$ cat src/design/spi_master_consts.svh
// ---------------------------------------------------------------------
// spi master constants
// field widths shared by the package and the shifters
// ---------------------------------------------------------------------
`ifndef SPI_MASTER_CONSTS_SVH
`define SPI_MASTER_CONSTS_SVH

// data and header word
`define SPI_WORD_W 32

// command and address length fields
`define SPI_HDR_LEN_W 6

// data phase length in bits
`define SPI_DATA_LEN_W 16

`define SPI_DIV_W 8
`define SPI_NUM_CS 4

`endif
$ cat src/design/spi_master_pkg.sv
// ---------------------------------------------------------------------
// spi master types
// request and pad structs, phase status and controller states
// ---------------------------------------------------------------------
`include "spi_master_consts.svh"

package spi_master_pkg;

  typedef logic [`SPI_WORD_W-1:0]     spi_word_t;
  typedef logic [`SPI_HDR_LEN_W-1:0]  hdr_len_t;
  typedef logic [`SPI_DATA_LEN_W-1:0] data_len_t;
  typedef logic [`SPI_DIV_W-1:0]      clk_div_t;
  typedef logic [`SPI_NUM_CS-1:0]     cs_mask_t;
  typedef logic [`SPI_DATA_LEN_W-1:0] bit_cnt_t;

  // cmd and addr are left-aligned
  typedef struct packed {
    spi_word_t cmd;
    hdr_len_t  cmd_len;
    spi_word_t addr;
    hdr_len_t  addr_len;
    data_len_t data_len;
    cs_mask_t  cs_mask;
  } spi_req_t;

  typedef struct packed {
    logic     sclk;
    cs_mask_t csn;
    logic     sdo;
  } spi_pads_t;

  // one-hot, idle in bit 0
  typedef struct packed {
    logic data_rx;
    logic data_tx;
    logic addr;
    logic cmd;
    logic idle;
  } spi_phase_t;

  typedef enum logic [2:0] {
    IDLE,
    CMD,
    ADDR,
    DATA_TX,
    DATA_RX,
    WAIT_EDGE
  } ctrl_state_t;

endpackage

$ cat src/design/spi_master_tx.sv
// ---------------------------------------------------------------------
// spi transmit shifter
// sends msb first, refills from the tx stream every 32 data bits
// ---------------------------------------------------------------------
`include "spi_master_consts.svh"

module spi_master_tx
  import spi_master_pkg::*;
(
  input  logic      clk,
  input  logic      rstn,
  input  logic      load,
  input  spi_word_t word,
  input  bit_cnt_t  bits,
  input  logic      word_valid,
  input  logic      fall,
  input  spi_word_t tx_data,
  input  logic      tx_valid,
  output logic      tx_ready,
  output logic      sdo,
  output logic      done,
  output logic      clk_en
);

  localparam int unsigned pos_w = $clog2(`SPI_WORD_W);

  spi_word_t        sr_q;
  bit_cnt_t         cnt_q;
  logic [pos_w-1:0] pos_q;
  logic             stream_q;
  logic             wait_q;
  logic             shift;
  logic             last;

  assign shift    = fall && !wait_q && (cnt_q != '0);
  assign last     = (cnt_q == bit_cnt_t'(1));
  assign done     = shift && last;
  assign sdo      = sr_q[`SPI_WORD_W-1];
  assign tx_ready = wait_q;
  // hold sclk low until the next word is in
  assign clk_en   = ~wait_q;

  always_ff @(posedge clk, negedge rstn)
  begin
    if (!rstn)
    begin
      cnt_q    <= '0;
      pos_q    <= '0;
      stream_q <= 1'b0;
      wait_q   <= 1'b0;
    end
    else if (load)
    begin
      cnt_q    <= bits;
      pos_q    <= '0;
      stream_q <= ~word_valid;
      wait_q   <= ~word_valid;
    end
    else
    begin
      if (wait_q && tx_valid)
        wait_q <= 1'b0;

      if (shift)
      begin
        cnt_q <= cnt_q - 1'b1;
        pos_q <= pos_q + 1'b1;
        // word used up, more bits to go
        if (stream_q && !last && (pos_q == '1))
          wait_q <= 1'b1;
      end
    end
  end

  always_ff @(posedge clk)
  begin
    if (load && word_valid)
      sr_q <= word;
    else if (wait_q && tx_valid)
      sr_q <= tx_data;
    else if (shift)
      sr_q <= {sr_q[`SPI_WORD_W-2:0], 1'b0};
  end

endmodule

$ cat config.mk
export PLATFORM = sky130hd
export DESIGN_NAME = spi_master_tx
export DESIGN_NICKNAME = d
export VERILOG_FILES = /design/src/design/spi_master_pkg.sv /design/src/design/spi_master_tx.sv
export VERILOG_INCLUDE_DIRS = /design/src /design/src/design
export SDC_FILE = /design/constraint.sdc
export NUM_CORES = 1
export LEC_CHECK = 0
export ABC_CLOCK_PERIOD_IN_PS = 3900
export BUFFER_PORTS_ARGS = -buffer_cell sky130_fd_sc_hd__buf_2
export CORE_UTILIZATION = 45
export DETAILED_ROUTE_END_ITERATION = 8
export PLACE_DENSITY = 0.82
export SKIP_CTS_REPAIR_TIMING = 1
export SKIP_LAST_GASP = 1
export SLEW_MARGIN = 20
export SYNTH_ARGS = -nofsm -noshare
export SYNTH_HDL_FRONTEND = slang
export SYNTH_SLANG_ARGS = --single-unit
export TNS_END_PERCENT = 30
$ cat constraint.sdc
create_clock -name clk -period 3.9 [get_ports clk]
set_input_delay 0.585 -clock clk [delete_from_list [all_inputs] [get_ports clk]]
set_output_delay 0.585 -clock clk [all_outputs]
set_load 0.02 [all_outputs]
==> impl_results.md <==
* Initial drt markers at 183
* Cell Rows at 30
* Crit path arrival time at 2.33 ns
* Async SR Flop Fraction at 0.418
* RSZ-0062 raised after global routing: no
* DR pass1 iterations at 4
* Total Wirelength at 6760 um
* Metal3 WL at 263 um
* Fillers at 620
* Sequential-to-total area share from yosys stat at 0.489
* Crit path max-delay family: simple AND/OR/NAND/NOR gates
* Synth Cell Area at 3140 sq um
* H-tree depth at 2
* FF/Latch Area at 1540 sq um
* Worst-skew pair later-pin latency at 0.32 ns
* Hold crit path type: input port to asynchronous set/reset pin
* Post-Route Setup TNS at 0 ns
* Final Non-Filler Cells at 465
* Final period util at 0.749
* Placed cell area at 3600 sq um
* Clock Sinks at 55
* Antenna violations before repair at 0
* Design Area, Final at 3700 sq um
* Port buffer count at 89
* Slew @ Worst Pin at 0.976 ns
* DR vias at 2597
* Dpl ws at 1.37 ns
* Synth cell types at 51
* Largest net degree at the start of global routing at 56
* Maxcap violations at 0
* Layout cells sized above 1 at 0.306
* Final Critical Period at 2.92 ns
* Avg WL per Cell at 14.5 um
* Top Ports at 90
* Vias in the first global route at 2410
* Post-layout worst setup margin at 0.981 ns
* Total GRT Usage at 0.189
* Worst Skew at 0.0142 ns
* Top Layer Used: met4
* Max incr delay on CP at 0.46 ns
* WL met1 at 3160 um
* Initial Util at 0.465
* Die Y at 85.5 um
* Net Count, Synth at 395
* Leak at 1.63 nW
* Die Width at 85.5 um
* Slowest cell on crit path: dfrtp_1
* VDD IR max at 0.159 mV
* Worst Setup End Kind: output port
* YS warnings at 0
* Antenna Violating Nets Remaining at 0
* Area Overhead vs Synth at 17.8%
* Multi-input gate area at 1480 sq um
* Die area at 7310 sq um
* Final setup violating endpoints at 0
* Post-Place Cells at 457
* Number of flops mapped to enable cells by yosys at 32
* Max Fclk at 0.343 GHz
* Top_reg_cell synth: edfxtp_1
* Outcome: completed
* Crit path kind: flip-flop to output port
* Final Wtd Congestion at 0.832
* CP cell instances: inv_1 -> ha_1 -> nor3b_1 -> nand4_1 -> nand2_1 -> nor2_1 -> buf_2
* CP bufs+invs at 2
* Gr ovfl total at 0
* Slew Limit Fails at 0
* Slew headroom at 0.347
* Final hold violation count at 0
* WP data required at 3.31 ns
* Power per cell area at 355 nW/um^2
* #FFs+latches synth at 55
* Vias per Instance at 5.58
* CTS tree: yes
* CTS buffer count at 5
* First-pass GRT wire length at 11100 um
* DP HPWL at 4710 um
* ANT cells at 0
* CORE AREA at 6760 sq um
* Root buffer cell: clkbuf_8
* CTS Buffer Depth at 2
* CP max FO at 7
* Nets at 474
* Most frequent cells in the layout: 89 x buf_2, 44 x nand2_1, 33 x o21ai_0
* Post-synthesis area per instance at 10.3 sq um
* Reg clk slew, reported paths at 0.12 ns
* Commonest non-fill, non-tap cell in the layout: buf_2
* Met2 wire len at 3250 um
* Gate Count Post-Synth at 305
* Crit start category: flip-flop
* Drt drc at 0
worst paths after layout:
path / from / endpoint / slack [ns] / cells past startpoint
setup / recovery: cnt_q[0] / done / 0.98 / 7
hold / removal: rstn / pos_q[4] / 0.23 / 1
setup reg to reg: cnt_q[0] / sr_q[8] / 1.41 / 7
hold reg to reg: stream_q / stream_q / 0.51 / 2
max in group asynchronous: rstn / cnt_q[5] / 3.30 / 1
min in group clk: word_valid / stream_q / 0.44 / 2
sequential cells by signal, summed over array words and instances (netlist names):
name,cells
cnt_q,16
pos_q,5
sr_q,32
stream_q,1
tx_ready,1
where the power goes:
group | internal (W) | switching, W
Sequential | 0.000701 | 0.0000436
Clock | 0.000132 | 0.000207
Combinational | 0.000105 | 0.000123
Total | 0.000938 | 0.000374
synthesized netlist by cell type (2+ instances only):
master,number,share of area
o21ai_1,8,0.013
a2111oi_2,2,0.0096
mux2i_1,31,0.099
a21oi_1,4,0.0064
a31oi_1,7,0.014
dfrtp_1,23,0.18
xnor2_1,2,0.0056
and2_1,2,0.0040
buf_1,4,0.0048
nor3b_1,3,0.0072
o21ai_0,33,0.053
a311o_1,2,0.0064
nand3_1,11,0.018
nand4_1,6,0.012
or4_1,6,0.014
or3_1,4,0.0080
edfxtp_1,32,0.31
clkbuf_1,13,0.016
o31ai_1,6,0.014
nand2_1,45,0.054
or2_2,2,0.0040
o311ai_0,2,0.0056
inv_1,8,0.0096
ha_1,4,0.016
nor2b_1,3,0.0060
nor2_1,15,0.018
nor4_4,3,0.020
logic make-up after synthesis:
group | after synthesis | share of synthesized area
and+or+nand+nor | 113 | 0.201
DFF | 55 | 0.489
muxes | 32 | 0.102
xor gates and xnor gates | 2 | 0.00558
AOI/OAI and AO/OA | 72 | 0.144
adders and majority gates | 4 | 0.0159
buffers and inverters | 27 | 0.0411
through the flow:
step	hold slack [ns]	utilization	power, W
2_1_floorplan	0.289	-	0.000895
6_report	0.230	0.547	0.00131
4_1_cts	0.239	0.547	0.00132
5_1_grt	0.271	0.547	0.00138
3_3_place_gp	0.463	0.534	0.000976
3_5_place_dp	0.487	0.534	0.000987
layout make-up:
cell class,instances,area share
repair buffers,91,0.124
clock inverters,3,0.00677
well taps,80,0.0271
inverters,8,0.00812
clock buffers,5,0.0186
flip-flops and latches,55,0.415
multi-input cells,223,0.400
metal layers:
layer,vias to the layer above,GRT usage
met5,-,0
met4,0,0.0606
met3,9,0.0318
met2,75,0.313
li1,1297,-
met1,1216,0.254
No activity file was read; power rests on OpenSTA's default activity.
