--- src/design/spi_master_consts.svh ---
// ---------------------------------------------------------------------
// spi master constants
// field widths shared by the package and the shifters
// ---------------------------------------------------------------------
`ifndef SPI_MASTER_CONSTS_SVH
`define SPI_MASTER_CONSTS_SVH

// data and header word
`define SPI_WORD_W 32

// command and address length fields
`define SPI_HDR_LEN_W 6

// data phase length in bits
`define SPI_DATA_LEN_W 16

`define SPI_DIV_W 8
`define SPI_NUM_CS 4

`endif
--- src/design/spi_master_pkg.sv ---
// ---------------------------------------------------------------------
// spi master types
// request and pad structs, phase status and controller states
// ---------------------------------------------------------------------
`include "spi_master_consts.svh"

package spi_master_pkg;

  typedef logic [`SPI_WORD_W-1:0]     spi_word_t;
  typedef logic [`SPI_HDR_LEN_W-1:0]  hdr_len_t;
  typedef logic [`SPI_DATA_LEN_W-1:0] data_len_t;
  typedef logic [`SPI_DIV_W-1:0]      clk_div_t;
  typedef logic [`SPI_NUM_CS-1:0]     cs_mask_t;
  typedef logic [`SPI_DATA_LEN_W-1:0] bit_cnt_t;

  // cmd and addr are left-aligned
  typedef struct packed {
    spi_word_t cmd;
    hdr_len_t  cmd_len;
    spi_word_t addr;
    hdr_len_t  addr_len;
    data_len_t data_len;
    cs_mask_t  cs_mask;
  } spi_req_t;

  typedef struct packed {
    logic     sclk;
    cs_mask_t csn;
    logic     sdo;
  } spi_pads_t;

  // one-hot, idle in bit 0
  typedef struct packed {
    logic data_rx;
    logic data_tx;
    logic addr;
    logic cmd;
    logic idle;
  } spi_phase_t;

  typedef enum logic [2:0] {
    IDLE,
    CMD,
    ADDR,
    DATA_TX,
    DATA_RX,
    WAIT_EDGE
  } ctrl_state_t;

endpackage

--- src/design/spi_master_clkgen.sv ---
// ---------------------------------------------------------------------
// spi serial clock generator
// divides clk into sclk with one-cycle rise and fall strobes
// ---------------------------------------------------------------------
module spi_master_clkgen
  import spi_master_pkg::*;
(
  input  logic     clk,
  input  logic     rstn,
  input  logic     en,
  input  clk_div_t clk_div,
  input  logic     clk_div_valid,
  output logic     sclk,
  output logic     rise,
  output logic     fall
);

  clk_div_t div_q;
  clk_div_t cnt_q;
  logic     sclk_q;
  logic     run;
  logic     tc;

  // a high phase, once started, always runs to its fall
  assign run  = en | sclk_q;
  assign tc   = run && (cnt_q == div_q);
  assign rise = tc & ~sclk_q;
  assign fall = tc & sclk_q;
  assign sclk = sclk_q;

  always_ff @(posedge clk, negedge rstn)
  begin
    if (!rstn)
    begin
      div_q  <= '0;
      cnt_q  <= '0;
      sclk_q <= 1'b0;
    end
    else
    begin
      if (clk_div_valid)
        div_q <= clk_div;

      if (tc)
      begin
        cnt_q  <= '0;
        sclk_q <= ~sclk_q;
      end
      else if (run)
        cnt_q <= cnt_q + 1'b1;
      else
        cnt_q <= '0;
    end
  end

endmodule

--- config.mk ---
export PLATFORM = sky130hd
export DESIGN_NAME = spi_master_clkgen
export DESIGN_NICKNAME = d
export VERILOG_FILES = /design/src/design/spi_master_pkg.sv /design/src/design/spi_master_clkgen.sv
export VERILOG_INCLUDE_DIRS = /design/src /design/src/design
export SDC_FILE = /design/constraint.sdc
export NUM_CORES = 1
export LEC_CHECK = 0
export BUFFER_PORTS_ARGS = -buffer_cell sky130_fd_sc_hd__buf_2
export CORE_MARGIN = 5
export CORE_UTILIZATION = 31
export CTS_CLUSTER_SIZE = 30
export DETAILED_ROUTE_END_ITERATION = 10
export PLACE_DENSITY = 0.56
export SYNTH_ARGS = -nofsm -noshare
export SYNTH_HDL_FRONTEND = slang
export SYNTH_SLANG_ARGS = --single-unit
--- constraint.sdc ---
create_clock -name clk -period 1.39 [get_ports clk]
set_clock_uncertainty 0.15 [all_clocks]
set_input_delay 0.0695 -clock clk [delete_from_list [all_inputs] [get_ports clk]]
set_output_delay 0.0695 -clock clk [all_outputs]
set_load 0.005 [all_outputs]
==> results_dict.tcl <==
set metrics [dict create \
    grt.overflow.total 0 \
    clkLatencyLatePin_ps 290 \
    worstMarginPinSlew_ps 397 \
    dieArea_mm2 0.00371 \
    drive_above_1_share_pct 55.7 \
    power.density_mw_per_mm2 1090 \
    drc 0 \
    post-place-ws_ps -149 \
    htreeDepth 1 \
    hpwl_um 1180 \
    arrival_ps 1460 \
    whs_path_depth 4 \
    startpoint_type "flop" \
    cts_tree "yes" \
    setup_viol 11 \
    cpMaxStageDelayCell "dfrtp_1" \
    die_y_um 60.9 \
    utilization_pct 49.0 \
    fin_nets 120 \
    clkSinkCount 17 \
    vias 616 \
    drv_slew 0 \
    power.leakage_uw 0.000537 \
    grt_first_pass_wirelength_um 2800 \
    synth_area_leaders "dfrtp_1 53%, mux2_2 11%, xnor2_1 11%" \
    dpl_cell_area_um2 982 \
    synth.distinct_cells 19 \
    yosysTopAreaCellShare_pct 52.9 \
    fin_area_mm2 0.00121 \
    fmax_ghz 0.594 \
    min-delay-path-class "in2reg" \
    ir_worst_vdd_v 0.000612 \
    root_buffer "clkbuf_4" \
    final_antenna_net_count 0 \
    cp_cell_sequence "xnor2_1 -> nand4_1 -> nor2_2 -> and2_4 -> buf_6" \
    cap_viol_max_count 0 \
    grt_max_degree 18 \
    min_from "en" \
    r2r_cells 5 \
    antenna_found_initial 0 \
    cts_buffers 3 \
    io_buffer_count 14 \
    rsz0062_at_grt "true" \
    fin_crit_sh_pct 121 \
    setup_slack_ps -293 \
    ys_seq_elements 17 \
    grt_pass1_vias 620 \
    nFillCells 239 \
    critical_path.top_delay_family "simple AND/OR/NAND/NOR gates" \
    grt_usage_pct 10.5 \
    yosysWarnings 0 \
    routed_wl_um 1660 \
    r2r_end "sclk" \
    initial_utilization_pct 32.5 \
    endpoint_kind "output port" \
    first_iter_violations 12 \
    crit_type "reg2out" \
    max_stage_delay_ps 410 \
    path_buf_inv 1 \
    diodes 0 \
    syn_inst 65 \
    die_w_um 60.9 \
    violations "negative setup slack" \
    reg2reg_from "cnt_q[0]" \
    status "complete, but fails checks" \
    cts_buffer_depth 2 \
    final.min_clock_period_ps 1680 \
    max_slew_margin_pct 73.6 \
    hold_violations 0 \
    crit_fanout 3 \
    ios 15 \
    gp_congestion 0.787 \
    core_mm2 0.00248 \
    yosys.area.top_type "dfrtp_1" \
    required_ps 1170 \
    synth_area_per_cell_um2 12.4 \
    area_growth_pct 50.9 \
    ys_seq_area_share_pct 52.9 \
    syn_nets 78 \
    rrSetupSlack_ps -200 \
    row_count 18 \
    wl_per_cell_um 12.2 \
    cts.clk_slew.worst_paths_ps 100 \
    holdPathEnd "cnt_q[1]" \
    syn_area_um2 805 \
    routed_via_density 4.53 \
    dr.pass1.iters 4 \
]
-- final cells by class --
class | instances | area, um2 | area share, %
inverters | 1 | 3.75 | 0.309
repair buffers | 38 | 289 | 23.8
multi-input cells | 46 | 432 | 35.6
clock buffers | 4 | 26.3 | 2.16
well taps | 30 | 37.5 | 3.09
flip-flops and latches | 17 | 425 | 35.1
-- registers in the layout, summed over array words and instances, names as in the netlist --
name,count
sclk,1
cnt_q,8
div_q,8
-- how the worst max path moves through the flow --
stage | startpoint | end | slack, ps | depth (start not counted)
after floorplan | cnt_q[2] | sclk | -40 | 4
after global placement | cnt_q[0] | sclk | -110 | 4
after detailed placement | cnt_q[0] | sclk | -150 | 4
after CTS | cnt_q[6] | fall | -300 | 5
after global routing | cnt_q[0] | rise | -400 | 5
final | cnt_q[0] | rise | -290 | 5
-- cells in the mapped netlist --
master   instances
dfrtp_1         17
xnor2_1         10
mux2_2           8
nor2_1           8
xor2_1           4
and2_2           3
nand3_1          2
nand4_1          2
and3_1           1
and3_2           1
buf_2            1
ha_1             1
inv_1            1
mux2_4           1
nand2_1          1
nand4_2          1
nor2_2           1
nor2b_1          1
o22ai_2          1
-- power by group --
group | internal [uW] | switching (uW) | total (uW)
combinational | 255 | 172 | 427
clock | 111 | 161 | 272
sequential | 562 | 58.3 | 621
total | 928 | 391 | 1320
-- per-layer routing --
layer | track usage (%) | vias up | wire [um]
met5 | 0 | - | 0
met4 | 6.50 | 0 | 27
met3 | 1.49 | 2 | 65
met2 | 16.6 | 10 | 799
met1 | 13.5 | 306 | 769
li1 | - | 298 | -
-- cell families after synthesis --
kind of cell             Yosys count  synth area share, %
AO/OA/AOI/OAI                      1                 1.55
XOR/XNOR                          14                 15.2
adder cells (fa/ha/maj)            1                 1.55
buffers and inverters              2                 1.09
flip-flops                        17                 52.9
multiplexers                       9                 13.1
AND/OR/NAND/NOR                   21                 14.6
-- worst reg2reg max path: stages, from the launching register on --
cell and delay (ps):
dfrtp_1 410, xnor2_1 180, nand4_1 180, nor2_2 170, buf_4 130, mux2_4 280
-- placed cells by master (no fill, tap or decap) --
| cell | netlist | routed |
|---|---|---|
| nand4_1 | 2 | 2 |
| nand3_1 | 2 | 1 |
| xnor2_2 | 0 | 1 |
| nand3_2 | 0 | 1 |
| mux2_4 | 1 | 1 |
| buf_6 | 0 | 3 |
| dfrtp_1 | 17 | 17 |
| and3_4 | 0 | 1 |
| xor2_2 | 0 | 2 |
| nor2_4 | 0 | 2 |
| nand4_2 | 1 | 1 |
| ha_2 | 0 | 1 |
| nor2_1 | 8 | 2 |
| nor2_2 | 1 | 5 |
| dlygate4sd3_1 | 0 | 9 |
| nor2b_1 | 1 | 1 |
| mux2_2 | 8 | 8 |
| and3_1 | 1 | 1 |
| buf_4 | 0 | 14 |
| clkbuf_4 | 0 | 3 |
| nand2_1 | 1 | 1 |
| inv_1 | 1 | 1 |
| buf_2 | 1 | 12 |
| xor2_1 | 4 | 2 |
| o22ai_2 | 1 | 1 |
| and2_4 | 0 | 2 |
| and2_2 | 3 | 1 |
| xnor2_1 | 10 | 9 |
| clkbuf_1 | 0 | 1 |
-- through the flow --
stage,TNS [ps],total power [uW],hold slack (ps),cells
finish,-1750,1320,41.8,136
global route,-2700,1400,40.4,136
CTS,-1590,1310,32.1,136
detailed placement,-677,967,-130,118
global placement,-211,955,-132,118
floorplan,-38.5,811,-376,65
-- what timing repair did --
item | CTS | global route
setup buffers | 6 | 0
setup endpoints to repair | 11 | 11
hold endpoints to repair | 25 | 0
pin swaps | 12 | 5
hold buffers | 9 | 0
gates resized for setup | 7 | 12
(Power assumes the default switching activity.)
