--- src/design/spi_master_consts.svh ---
// ---------------------------------------------------------------------
// spi master constants
// field widths shared by the package and the shifters
// ---------------------------------------------------------------------
`ifndef SPI_MASTER_CONSTS_SVH
`define SPI_MASTER_CONSTS_SVH

// data and header word
`define SPI_WORD_W 32

// command and address length fields
`define SPI_HDR_LEN_W 6

// data phase length in bits
`define SPI_DATA_LEN_W 16

`define SPI_DIV_W 8
`define SPI_NUM_CS 4

`endif
--- src/design/spi_master_pkg.sv ---
// ---------------------------------------------------------------------
// spi master types
// request and pad structs, phase status and controller states
// ---------------------------------------------------------------------
`include "spi_master_consts.svh"

package spi_master_pkg;

  typedef logic [`SPI_WORD_W-1:0]     spi_word_t;
  typedef logic [`SPI_HDR_LEN_W-1:0]  hdr_len_t;
  typedef logic [`SPI_DATA_LEN_W-1:0] data_len_t;
  typedef logic [`SPI_DIV_W-1:0]      clk_div_t;
  typedef logic [`SPI_NUM_CS-1:0]     cs_mask_t;
  typedef logic [`SPI_DATA_LEN_W-1:0] bit_cnt_t;

  // cmd and addr are left-aligned
  typedef struct packed {
    spi_word_t cmd;
    hdr_len_t  cmd_len;
    spi_word_t addr;
    hdr_len_t  addr_len;
    data_len_t data_len;
    cs_mask_t  cs_mask;
  } spi_req_t;

  typedef struct packed {
    logic     sclk;
    cs_mask_t csn;
    logic     sdo;
  } spi_pads_t;

  // one-hot, idle in bit 0
  typedef struct packed {
    logic data_rx;
    logic data_tx;
    logic addr;
    logic cmd;
    logic idle;
  } spi_phase_t;

  typedef enum logic [2:0] {
    IDLE,
    CMD,
    ADDR,
    DATA_TX,
    DATA_RX,
    WAIT_EDGE
  } ctrl_state_t;

endpackage

--- src/design/spi_master_rx.sv ---
// ---------------------------------------------------------------------
// spi receive shifter
// samples sdi on rise and hands out words on the rx stream
// ---------------------------------------------------------------------
`include "spi_master_consts.svh"

module spi_master_rx
  import spi_master_pkg::*;
(
  input  logic      clk,
  input  logic      rstn,
  input  logic      load,
  input  bit_cnt_t  bits,
  input  logic      rise,
  input  logic      sdi,
  output spi_word_t rx_data,
  output logic      rx_valid,
  input  logic      rx_ready,
  output logic      done,
  output logic      clk_en
);

  localparam int unsigned pos_w = $clog2(`SPI_WORD_W);

  spi_word_t        sr_q;
  bit_cnt_t         cnt_q;
  logic [pos_w-1:0] pos_q;
  logic             valid_q;
  logic             sample;
  logic             last;

  assign sample   = rise && (cnt_q != '0);
  assign last     = (cnt_q == bit_cnt_t'(1));
  assign done     = sample && last;
  assign rx_data  = sr_q;
  assign rx_valid = valid_q;
  // no new rise while a word is pending
  assign clk_en   = ~(valid_q & ~rx_ready);

  always_ff @(posedge clk, negedge rstn)
  begin
    if (!rstn)
    begin
      cnt_q   <= '0;
      pos_q   <= '0;
      valid_q <= 1'b0;
    end
    else
    begin
      if (valid_q && rx_ready)
        valid_q <= 1'b0;

      if (load)
      begin
        cnt_q <= bits;
        pos_q <= '0;
      end
      else if (sample)
      begin
        cnt_q <= cnt_q - 1'b1;
        pos_q <= pos_q + 1'b1;
        if (last || (pos_q == '1))
          valid_q <= 1'b1;
      end
    end
  end

  // first bit of a word clears the rest, so a short last word is right-aligned
  always_ff @(posedge clk)
  begin
    if (sample)
    begin
      if (pos_q == '0)
        sr_q <= spi_word_t'(sdi);
      else
        sr_q <= {sr_q[`SPI_WORD_W-2:0], sdi};
    end
  end

endmodule

--- config.mk ---
export PLATFORM = sky130hd
export DESIGN_NAME = spi_master_rx
export DESIGN_NICKNAME = d
export VERILOG_FILES = /design/src/design/spi_master_pkg.sv /design/src/design/spi_master_rx.sv
export VERILOG_INCLUDE_DIRS = /design/src /design/src/design
export SDC_FILE = /design/constraint.sdc
export NUM_CORES = 1
export LEC_CHECK = 0
export ABC_AREA = 1
export BUFFER_PORTS_ARGS = -buffer_cell sky130_fd_sc_hd__buf_2
export CORE_MARGIN = 2
export CORE_UTILIZATION = 45
export CTS_CLUSTER_SIZE = 8
export DETAILED_ROUTE_END_ITERATION = 8
export PLACE_DENSITY = 0.68
export SETUP_SLACK_MARGIN = 0.4
export SYNTH_ARGS = -nofsm -noshare
export SYNTH_HDL_FRONTEND = slang
export SYNTH_SLANG_ARGS = --single-unit
--- constraint.sdc ---
create_clock -name clk -period 5.8 [get_ports clk]
set_input_delay 0.87 -clock clk [delete_from_list [all_inputs] [get_ports clk]]
set_output_delay 0.87 -clock clk [all_outputs]
set_load 0.005 [all_outputs]
==> impl_metrics.env <==
export IMPL_synth_seq_cells=54
export IMPL_synth_warnings=0
export IMPL_end_kind="output pin"
export IMPL_grt_pass1_vias=1871
export IMPL_yosysTopAreaCellShare_pct=34.6
export IMPL_num_rows=28
export IMPL_p_per_area_nw_per_um2=261
export IMPL_via_count=2088
export IMPL_ys_types=24
export IMPL_drt_initial_drc_count=114
export IMPL_path_class="reg2out"
export IMPL_period_share_pct=48.4
export IMPL_ys_seq_area_share_pct=54.4
export IMPL_cts_tree="built"
export IMPL_worstPathRequired_ps=4930
export IMPL_first_pass_iters=4
export IMPL_leakage_nw=1.59
export IMPL_hold_class="in2async"
export IMPL_drt_drc_violations_left=0
export IMPL_final_cell_mix="nand2_1 (76), buf_2 (56), nor2_1 (55), inv_1 (45), edfxtp_1 (32)"
export IMPL_clkSinkCount=54
export IMPL_wirelength_mm=5.38
export IMPL_layout_commonest_cell="nand2_1"
export IMPL_synth_top_cells_by_area="edfxtp_1 (35%), dfrtp_1 (20%), nand2_1 (10%)"
export IMPL_port_buffers=56
export IMPL_status="finished, final reports clean"
export IMPL_vias_per_cell=4.71
export IMPL_postCtsResizedCells=0
export IMPL_tns_ps=0
export IMPL_fmax_mhz=356
export IMPL_crit_arrival_ps=1940
export IMPL_grt_total_usage_pct=16.4
export IMPL_syn_avg_cell_area_um2=8.91
export IMPL_instances_no_fill=443
export IMPL_netlist_area_um2=2780
export IMPL_crit_top_cell="nand2_4"
export IMPL_final_nets=394
export IMPL_rsz0062_at_grt="false"
export IMPL_dp_hpwl_mm=3.86
export IMPL_fill_cells=577
export IMPL_die_h_um=82.6
export IMPL_drive_above_1_share_pct=22.6
export IMPL_synthCells=312
export IMPL_crit_chain="inv_1 -> ha_1 -> nand2_4 -> nor2_8 -> nand2_2 -> nand2_4 -> nor2_1 -> buf_2"
export IMPL_crit_slowest_cell="dfrtp_1"
export IMPL_path_clk_slew_ps=110
export IMPL_grt_pass1_wl_mm=8.60
export IMPL_final_core_util_pct=53.6
export IMPL_placed_cell_area_um2=3100
export IMPL_grt_overflow=0
export IMPL_antenna_found_initial=0
export IMPL_clock_path_buffers=2
export IMPL_place_congestion=0.912
export IMPL_synth_top_cell_by_area="edfxtp_1"
export IMPL_cts_root_buf="clkbuf_8"
export IMPL_n_antenna_cell=0
export IMPL_die_width_um=82.6
export IMPL_seqPwrFrac_pct=56.6
export IMPL_critPathMaxStageDelay_ps=420
export IMPL_clk_insertion_delay_late_ps=310
export IMPL_peakVddDrop_mv=0.152
export IMPL_setup_viol=0
export IMPL_areaGrowthSynthToFinish_pct=14.8
export IMPL_routedWlPerCell_um=12.1
export IMPL_p_sw_share_pct=29.5
export IMPL_cp_start_kind="flip-flop"
export IMPL_die_area_um2=6820
export IMPL_dpl_cell_count=435
export IMPL_relSlewSlack_pct=49.1
export IMPL_maxCapViolations=0
export IMPL_grt_max_degree=34
export IMPL_p_int_uw=586
export IMPL_coreArea_um2=5960
export IMPL_worst_pin_slew_ps=762
export IMPL_skew_ps=10.7
export IMPL_cts_hold_buffers=0
export IMPL_drv_slew=0
export IMPL_pin_count=57
export IMPL_hold_violations=0
export IMPL_timing_hold_ws_ps=522
export IMPL_clock_power_share_pct=26.6
export IMPL_layout_min_cycle_time_ps=2810
export IMPL_cts_buffers=5
export IMPL_ant_nets=0
export IMPL_synthesis_nets=339
export IMPL_postCtsSetupBuffers=0
export IMPL_final_cell_area_um2=3190
export IMPL_crit_fanout=20
export IMPL_p_comb_share_pct=16.8
export IMPL_start_util_pct=46.7
export IMPL_htreeDepth=2
export IMPL_switchingPower_uw=246
layer usage:
layer	vias up	part of all wire [%]	global-route usage, %
met5	-	0	0
met4	0	0.76	3.44
met3	5	3.5	3.37
met2	46	46	26.5
met1	952	50	22.9
li1	1085	-	-
worst paths after layout:
check | from | end | slack [ps] | cells after the start
setup / recovery | cnt_q[0] | done | 2990 | 8
hold / removal | rstn | pos_q[2] | 520 | 1
setup reg to reg | cnt_q[0] | rx_data[2] | 3740 | 8
hold reg to reg | rx_valid | rx_valid | 540 | 2
max in group asynchronous | rstn | cnt_q[3] | 4920 | 1
min in group clk | rx_valid | rx_valid | 540 | 2
flip-flops by register name, indices dropped and copies added, names as in the netlist:
signal,count
pos_q,5
rx_data,32
rx_valid,1
cnt_q,16
stage by stage:
| stage | power (mW) | setup WS, ps |
|---|---|---|
| finish | 0.832 | 2990 |
| CTS | 0.840 | 2990 |
| global route | 0.873 | 2860 |
| floorplan | 0.572 | 3520 |
| detailed placement | 0.620 | 3340 |
| global placement | 0.616 | 3390 |
critical path, delay by kind of cell, from the launching register on:
family,cells,cell delay [ps]
adder cells (fa/ha/maj),1,270
buffers and inverters,2,290
flip-flops,1,420
AND/OR/NAND/NOR,5,640
power by group through the flow:
stage          Sequential [mW]  Combinational (mW)  Clock [mW]
6_report                 0.471               0.140       0.221
5_1_grt                  0.476               0.160       0.237
4_1_cts                  0.471               0.141       0.228
3_5_place_dp             0.479               0.140           0
3_3_place_gp             0.478               0.138           0
2_1_floorplan            0.477              0.0954           0
kinds of logic (layout without fill, tap and decap cells):
logic type	count (synthesis)	in the layout	synth area share [%]
simple gates	182	182	30.5
compound gates	8	8	1.49
flops	54	54	54.4
fa+ha+maj	5	5	2.25
buf+inv	55	111	8.91
xor+xnor	8	8	2.52
area by class of cell:
| class | instances | area, um2 | share of cell area, % |
|---|---|---|---|
| flip-flops and latches | 54 | 1510 | 47.4 |
| multi-input cells | 203 | 1030 | 32.2 |
| repair buffers | 58 | 295 | 9.25 |
| inverters | 45 | 169 | 5.29 |
| well taps | 75 | 93.8 | 2.94 |
| clock buffers | 5 | 68.8 | 2.16 |
| clock inverters | 3 | 26.3 | 0.823 |
Yosys cell counts, drive strengths merged:
library cell  number
a31oi              1
buf                7
clkbuf             3
dfrtp             22
edfxtp            32
ha                 5
inv               45
nand2             81
nand3             33
nand3b             7
nor2              60
nor4               1
o21ai              7
xnor2              1
xor2               7
Power figures use the tool's default switching activity.
