--- config.mk ---
export PLATFORM = sky130hd
export DESIGN_NAME = spi_master_ctrl
export DESIGN_NICKNAME = d
export VERILOG_FILES = /design/src/design/spi_master_pkg.sv /design/src/design/spi_master_ctrl.sv
export VERILOG_INCLUDE_DIRS = /design/src /design/src/design
export SDC_FILE = /design/constraint.sdc
export NUM_CORES = 1
export LEC_CHECK = 0
export BUFFER_PORTS_ARGS = -buffer_cell sky130_fd_sc_hd__buf_2
export CAP_MARGIN = 20
export CORE_MARGIN = 2
export CORE_UTILIZATION = 30
export CTS_CLUSTER_DIAMETER = 30
export DETAILED_ROUTE_END_ITERATION = 10
export PLACE_DENSITY = 0.8
export REMOVE_ABC_BUFFERS = 1
export SLEW_MARGIN = 20
export SYNTH_ARGS = -nofsm -noshare
export SYNTH_HDL_FRONTEND = slang
export SYNTH_SLANG_ARGS = --single-unit
--- constraint.sdc ---
create_clock -name clk -period 5 [get_ports clk]
set_input_delay 0.25 -clock clk [delete_from_list [all_inputs] [get_ports clk]]
set_output_delay 0.25 -clock clk [all_outputs]
set_load 0.02 [all_outputs]
--- src/design/spi_master_consts.svh ---
// ---------------------------------------------------------------------
// spi master constants
// field widths shared by the package and the shifters
// ---------------------------------------------------------------------
`ifndef SPI_MASTER_CONSTS_SVH
`define SPI_MASTER_CONSTS_SVH

// data and header word
`define SPI_WORD_W 32

// command and address length fields
`define SPI_HDR_LEN_W 6

// data phase length in bits
`define SPI_DATA_LEN_W 16

`define SPI_DIV_W 8
`define SPI_NUM_CS 4

`endif
--- src/design/spi_master_pkg.sv ---
// ---------------------------------------------------------------------
// spi master types
// request and pad structs, phase status and controller states
// ---------------------------------------------------------------------
`include "spi_master_consts.svh"

package spi_master_pkg;

  typedef logic [`SPI_WORD_W-1:0]     spi_word_t;
  typedef logic [`SPI_HDR_LEN_W-1:0]  hdr_len_t;
  typedef logic [`SPI_DATA_LEN_W-1:0] data_len_t;
  typedef logic [`SPI_DIV_W-1:0]      clk_div_t;
  typedef logic [`SPI_NUM_CS-1:0]     cs_mask_t;
  typedef logic [`SPI_DATA_LEN_W-1:0] bit_cnt_t;

  // cmd and addr are left-aligned
  typedef struct packed {
    spi_word_t cmd;
    hdr_len_t  cmd_len;
    spi_word_t addr;
    hdr_len_t  addr_len;
    data_len_t data_len;
    cs_mask_t  cs_mask;
  } spi_req_t;

  typedef struct packed {
    logic     sclk;
    cs_mask_t csn;
    logic     sdo;
  } spi_pads_t;

  // one-hot, idle in bit 0
  typedef struct packed {
    logic data_rx;
    logic data_tx;
    logic addr;
    logic cmd;
    logic idle;
  } spi_phase_t;

  typedef enum logic [2:0] {
    IDLE,
    CMD,
    ADDR,
    DATA_TX,
    DATA_RX,
    WAIT_EDGE
  } ctrl_state_t;

endpackage

--- src/design/spi_master_ctrl.sv ---
// ---------------------------------------------------------------------
// spi transfer controller
// sequences cmd, addr and data phases and drives the chip selects
// ---------------------------------------------------------------------
module spi_master_ctrl
  import spi_master_pkg::*;
(
  input  logic       clk,
  input  logic       rstn,
  input  spi_req_t   req,
  input  logic       rd,
  input  logic       wr,
  input  logic       tx_done,
  input  logic       rx_done,
  input  logic       fall,
  input  logic       tx_clk_en,
  input  logic       rx_clk_en,
  output logic       clock_en,
  output logic       tx_load,
  output spi_word_t  tx_word,
  output bit_cnt_t   tx_bits,
  output logic       tx_word_valid,
  output logic       rx_load,
  output bit_cnt_t   rx_bits,
  output cs_mask_t   csn,
  output spi_phase_t phase,
  output logic       eot
);

  ctrl_state_t state_q;
  ctrl_state_t state_d;
  ctrl_state_t target;
  logic        is_rd_q;
  logic        rd_op;
  logic        advance;

  // first non-empty phase after cur, IDLE when nothing is left
  function automatic ctrl_state_t next_phase(input ctrl_state_t cur,
                                             input spi_req_t    r,
                                             input logic        rd_flag);
    ctrl_state_t nxt;
    nxt = IDLE;
    if ((cur == IDLE) && (r.cmd_len != '0))
      nxt = CMD;
    else if ((cur != ADDR) && (r.addr_len != '0))
      nxt = ADDR;
    else if (r.data_len != '0)
      nxt = rd_flag ? DATA_RX : DATA_TX;
    return nxt;
  endfunction

  assign rd_op  = (state_q == IDLE) ? rd : is_rd_q;
  assign target = next_phase(state_q, req, rd_op);

  // ------------------------------------------------------------------
  // next state and shifter loads
  // ------------------------------------------------------------------
  always_comb
  begin
    state_d       = state_q;
    advance       = 1'b0;
    clock_en      = 1'b0;
    eot           = 1'b0;
    tx_load       = 1'b0;
    tx_word       = '0;
    tx_bits       = '0;
    tx_word_valid = 1'b0;
    rx_load       = 1'b0;
    rx_bits       = '0;

    case (state_q)
      IDLE:
        advance = rd | wr;
      CMD, ADDR:
      begin
        clock_en = 1'b1;
        advance  = tx_done;
      end
      DATA_TX:
      begin
        clock_en = tx_clk_en & ~tx_done;
        if (tx_done)
        begin
          eot     = 1'b1;
          state_d = IDLE;
        end
      end
      DATA_RX:
      begin
        clock_en = rx_clk_en;
        if (rx_done)
          state_d = WAIT_EDGE;
      end
      WAIT_EDGE:
      begin
        // last high phase still has to come down
        if (fall)
        begin
          eot     = 1'b1;
          state_d = IDLE;
        end
      end
      default:
        state_d = IDLE;
    endcase

    if (advance)
    begin
      state_d = target;
      case (target)
        CMD:
        begin
          tx_load       = 1'b1;
          tx_word       = req.cmd;
          tx_bits       = bit_cnt_t'(req.cmd_len);
          tx_word_valid = 1'b1;
        end
        ADDR:
        begin
          tx_load       = 1'b1;
          tx_word       = req.addr;
          tx_bits       = bit_cnt_t'(req.addr_len);
          tx_word_valid = 1'b1;
        end
        DATA_TX:
        begin
          // words come from the tx stream
          tx_load = 1'b1;
          tx_bits = req.data_len;
        end
        DATA_RX:
        begin
          rx_load = 1'b1;
          rx_bits = req.data_len;
        end
        default:
          eot = 1'b1;
      endcase
    end
  end

  always_ff @(posedge clk, negedge rstn)
  begin
    if (!rstn)
    begin
      state_q <= IDLE;
      is_rd_q <= 1'b0;
    end
    else
    begin
      state_q <= state_d;
      if ((state_q == IDLE) && (rd || wr))
        is_rd_q <= rd;
    end
  end

  // ------------------------------------------------------------------
  // status and chip selects
  // ------------------------------------------------------------------
  always_comb
  begin
    phase         = '0;
    phase.idle    = (state_q == IDLE);
    phase.cmd     = (state_q == CMD);
    phase.addr    = (state_q == ADDR);
    phase.data_tx = (state_q == DATA_TX);
    phase.data_rx = (state_q == DATA_RX) || (state_q == WAIT_EDGE);
  end

  assign csn = (state_q == IDLE) ? '1 : ~req.cs_mask;

endmodule

==> metrics.csv <==
stage;metric;value;unit
clock_tree;clkTransAtPathRegs;0.03;ns
global_route;grt_overflow;0;
place;dp_hpwl;5170;um
drt;ant_nets;0;
drt;routed_wl;6260;um
synthesis;synthSimpleGateAreaFrac;32.1;%
synthesis;ys_ff_latch;4;
min_path;worstHoldPathType;input pin to register;
global_route;grt_busiest_layer;met1;
drt;avgRoutedWirePerCell;15.4;um
synthesis;syn_area;1440;um2
drt;via_per_inst;5.28;
floorplan;row_count;25;
setup_path;crit_type;register to primary output;
floorplan;initial_core_util;30.9;%
setup_path;critPathArrivalTime;2.78;ns
synthesis;synth_top_area_share;19.5;%
synthesis;yosysWarnings;0;
synthesis;ys.flop_type;dfrtp_1;
setup_path;crit_fanout;18;
clock_tree;ctsHoldBuffers;1;
power_and_ir_drop;ir_drop;0.257;mV
timing;fmax;0.330;GHz
clock_tree;post_cts_resized;0;
synthesis;synthCells;185;
timing;finalHoldViolCount;0;
floorplan;ios;183;
global_route;grt_antenna_before_repair;0;
setup_path;required;4.75;ns
floorplan;core;4660;um2
synthesis;synth_compound_area_share;42.1;%
synthesis;syn_area_per_cell;7.78;um2
clock_tree;cts_max_level;1;
place;port_buffers;182;
setup_path;worst-path-buf-inv;2;
drt;drc;0;
timing;fin_skew;0.00558;ns
final_layout;drive_gt1_share;61.1;%
timing;period_minus_slack;3.03;ns
synthesis;synth-adder-area-share;0;%
global_route;grt_pass1_vias;1819;
global_route;use_met1;33.6;%
final_layout;fillers;466;
global_route;grt_max_degree;33;
timing;tns;0;ns
drt;drtPass1Iterations;4;
global_route;met3_usage;3.16;%
setup_path;critPathSlowestCell;nor3b_4;
timing;fin_crit_sh;60.7;%
floorplan;die_area;5370;um2
synthesis;ys_seq_area_share;6.95;%
clock_tree;root_buffer;clkbuf_8;
clock_tree;clk_latency;0.22;ns
min_path;holdPathStages;2;
synthesis;synth_top_family_by_area;compound AO/OA/AOI/OAI gates;
setup_path;cp_slowest_stage_delay;0.65;ns
place;gp_congestion;0.925;
synthesis;synth_edf_count;0;
synthesis;synth_cell_types;42;
outcome;status;finished clean;
global_route;track_usage;21.7;%
clock_tree;ctsLongestPathBuffers;2;
final_layout;nets;459;
timing;worst_pin_slew;0.847;ns
final_layout;design_area;2330;um2
power_and_ir_drop;powerDensity;611;nW/um2
synthesis;synth_xor_area_share;0;%
setup_path;cp_num_cells;6;
clock_tree;cts_tree;built;
place;placed_area;2270;um2
clock_tree;post_cts_buffers;0;
setup_path;critPathCaptureType;primary output;
drt;vias;2144;
clock_tree;cts_buffers;3;
setup_path;worstSetupStartpointType;register;
synthesis;synth_top_cell_by_area;a22o_1;
drt;drtIter0Drc;102;
timing;slew_headroom;43.5;%
final_layout;area_delta_synth_final;62.1;%
global_route;met2_usage;32.0;%
floorplan;die_h;73.3;um
power_and_ir_drop;p_leak;1.33;nW
timing;setup_viol;0;
synthesis;muxShareOfSynthArea;1.56;%
synthesis;synthArstFlopShare;100;%
flow_run;drv_cap;0;
setup_path;path_delay_family;simple AND/OR/NAND/NOR gates;
floorplan;die_w;73.3;um
synthesis;synth_area_leaders;a22o_1 19%, buf_6 7.0%, dfrtp_1 7.0%;
global_route;grt_pass1_wl;9210;um
timing;slew_violations;0;
timing;rsz0062_at_grt;no;
clock_tree;cts.sinks;4;
setup_path;r2r_cells;4;
final_layout;insertedDiodeCount;0;
setup_path;path_cells;or3_1 > a21o_4 > nor3b_4 > buf_6 > a22o_1 > buf_2;
[worst paths after layout]
kind / start / to / slack [ns]
max: state_q[1] / tx_word[8] / 1.97
min reg2reg: is_rd_q / is_rd_q / 0.58
min in group asynchronous: rstn / is_rd_q / 0.36
min: wr / is_rd_q / 0.27
max in group asynchronous: rstn / state_q[2] / 4.52
max reg2reg: state_q[0] / state_q[2] / 2.52
[layout by cell type (no fill, tap or decap), drive strengths merged, types with 2 or more instances in the layout]
master  instances
a221oi          6
a21o            2
nand3           8
nor2b           3
o21ai           4
nand2           6
nor3           27
nand2b          5
inv            21
a21oi           2
a22o           32
or3b            2
buf           184
a32oi           8
clkbuf          3
dfrtp           4
nor2            8
o22ai           4
or3             2
o31ai           2
nor4            5
[cell type report]
cell class,instances,area (um2),area share [%]
timing repair buffer,185,947,40.6
sequential,4,100,4.29
tap,54,67.6,2.89
multi-input combinational,139,1100,47.1
inverter,21,78.8,3.38
clock buffer,3,41.3,1.77
[cell families (layout without fill, tap and decap cells)]
| group | count (synthesis) | count (layout) |
|---|---|---|
| flip-flops | 4 | 4 |
| multiplexers | 1 | 1 |
| AND/OR/NAND/NOR | 72 | 72 |
| AO/OA/AOI/OAI | 66 | 66 |
| buffers and inverters | 42 | 209 |
[metal layers]
layer	share of wire (%)	up-vias
met1	45	992
met5	0	-
met3	7.1	4
met2	48	97
met4	0.40	0
li1	-	1051
[Yosys cell counts, types with 2 or more instances]
cell type	instances
nor2b_1	3
o22ai_1	4
inv_1	21
nand2_1	5
clkbuf_1	2
or3b_2	2
nor3_1	18
or3_1	2
a221oi_2	6
nor4_1	5
nand3_1	8
o21ai_0	4
nand2b_1	5
a32oi_1	7
a22o_1	32
nor3_2	9
nor2_1	7
buf_2	6
a21oi_1	2
buf_4	4
dfrtp_1	4
buf_6	9
[stage by stage]
step	cells	total power [mW]	hold WS, ns	util [%]	worst slack, ns
CTS	405	1.41	0.267	49.9	1.78
global route	406	1.54	0.281	50.1	1.78
global placement	400	1.31	0.0591	48.4	2.02
floorplan	164	0.947	-0.0456	-	2.28
detailed placement	401	1.34	0.0591	48.8	1.95
finish	406	1.43	0.268	50.1	1.97
[power by group]
group          leakage (nW)  total [mW]  internal, mW  switching, mW
sequential           0.0462      0.0870        0.0485         0.0385
combinational          1.26        1.27         0.467          0.803
clock                0.0216      0.0692        0.0514         0.0178
total                  1.33        1.43         0.567          0.859
[registers in the layout (all words and copies together), names as in the netlist]
name,flops
state_q,3
is_rd_q,1
Power figures use the tool's default switching activity.
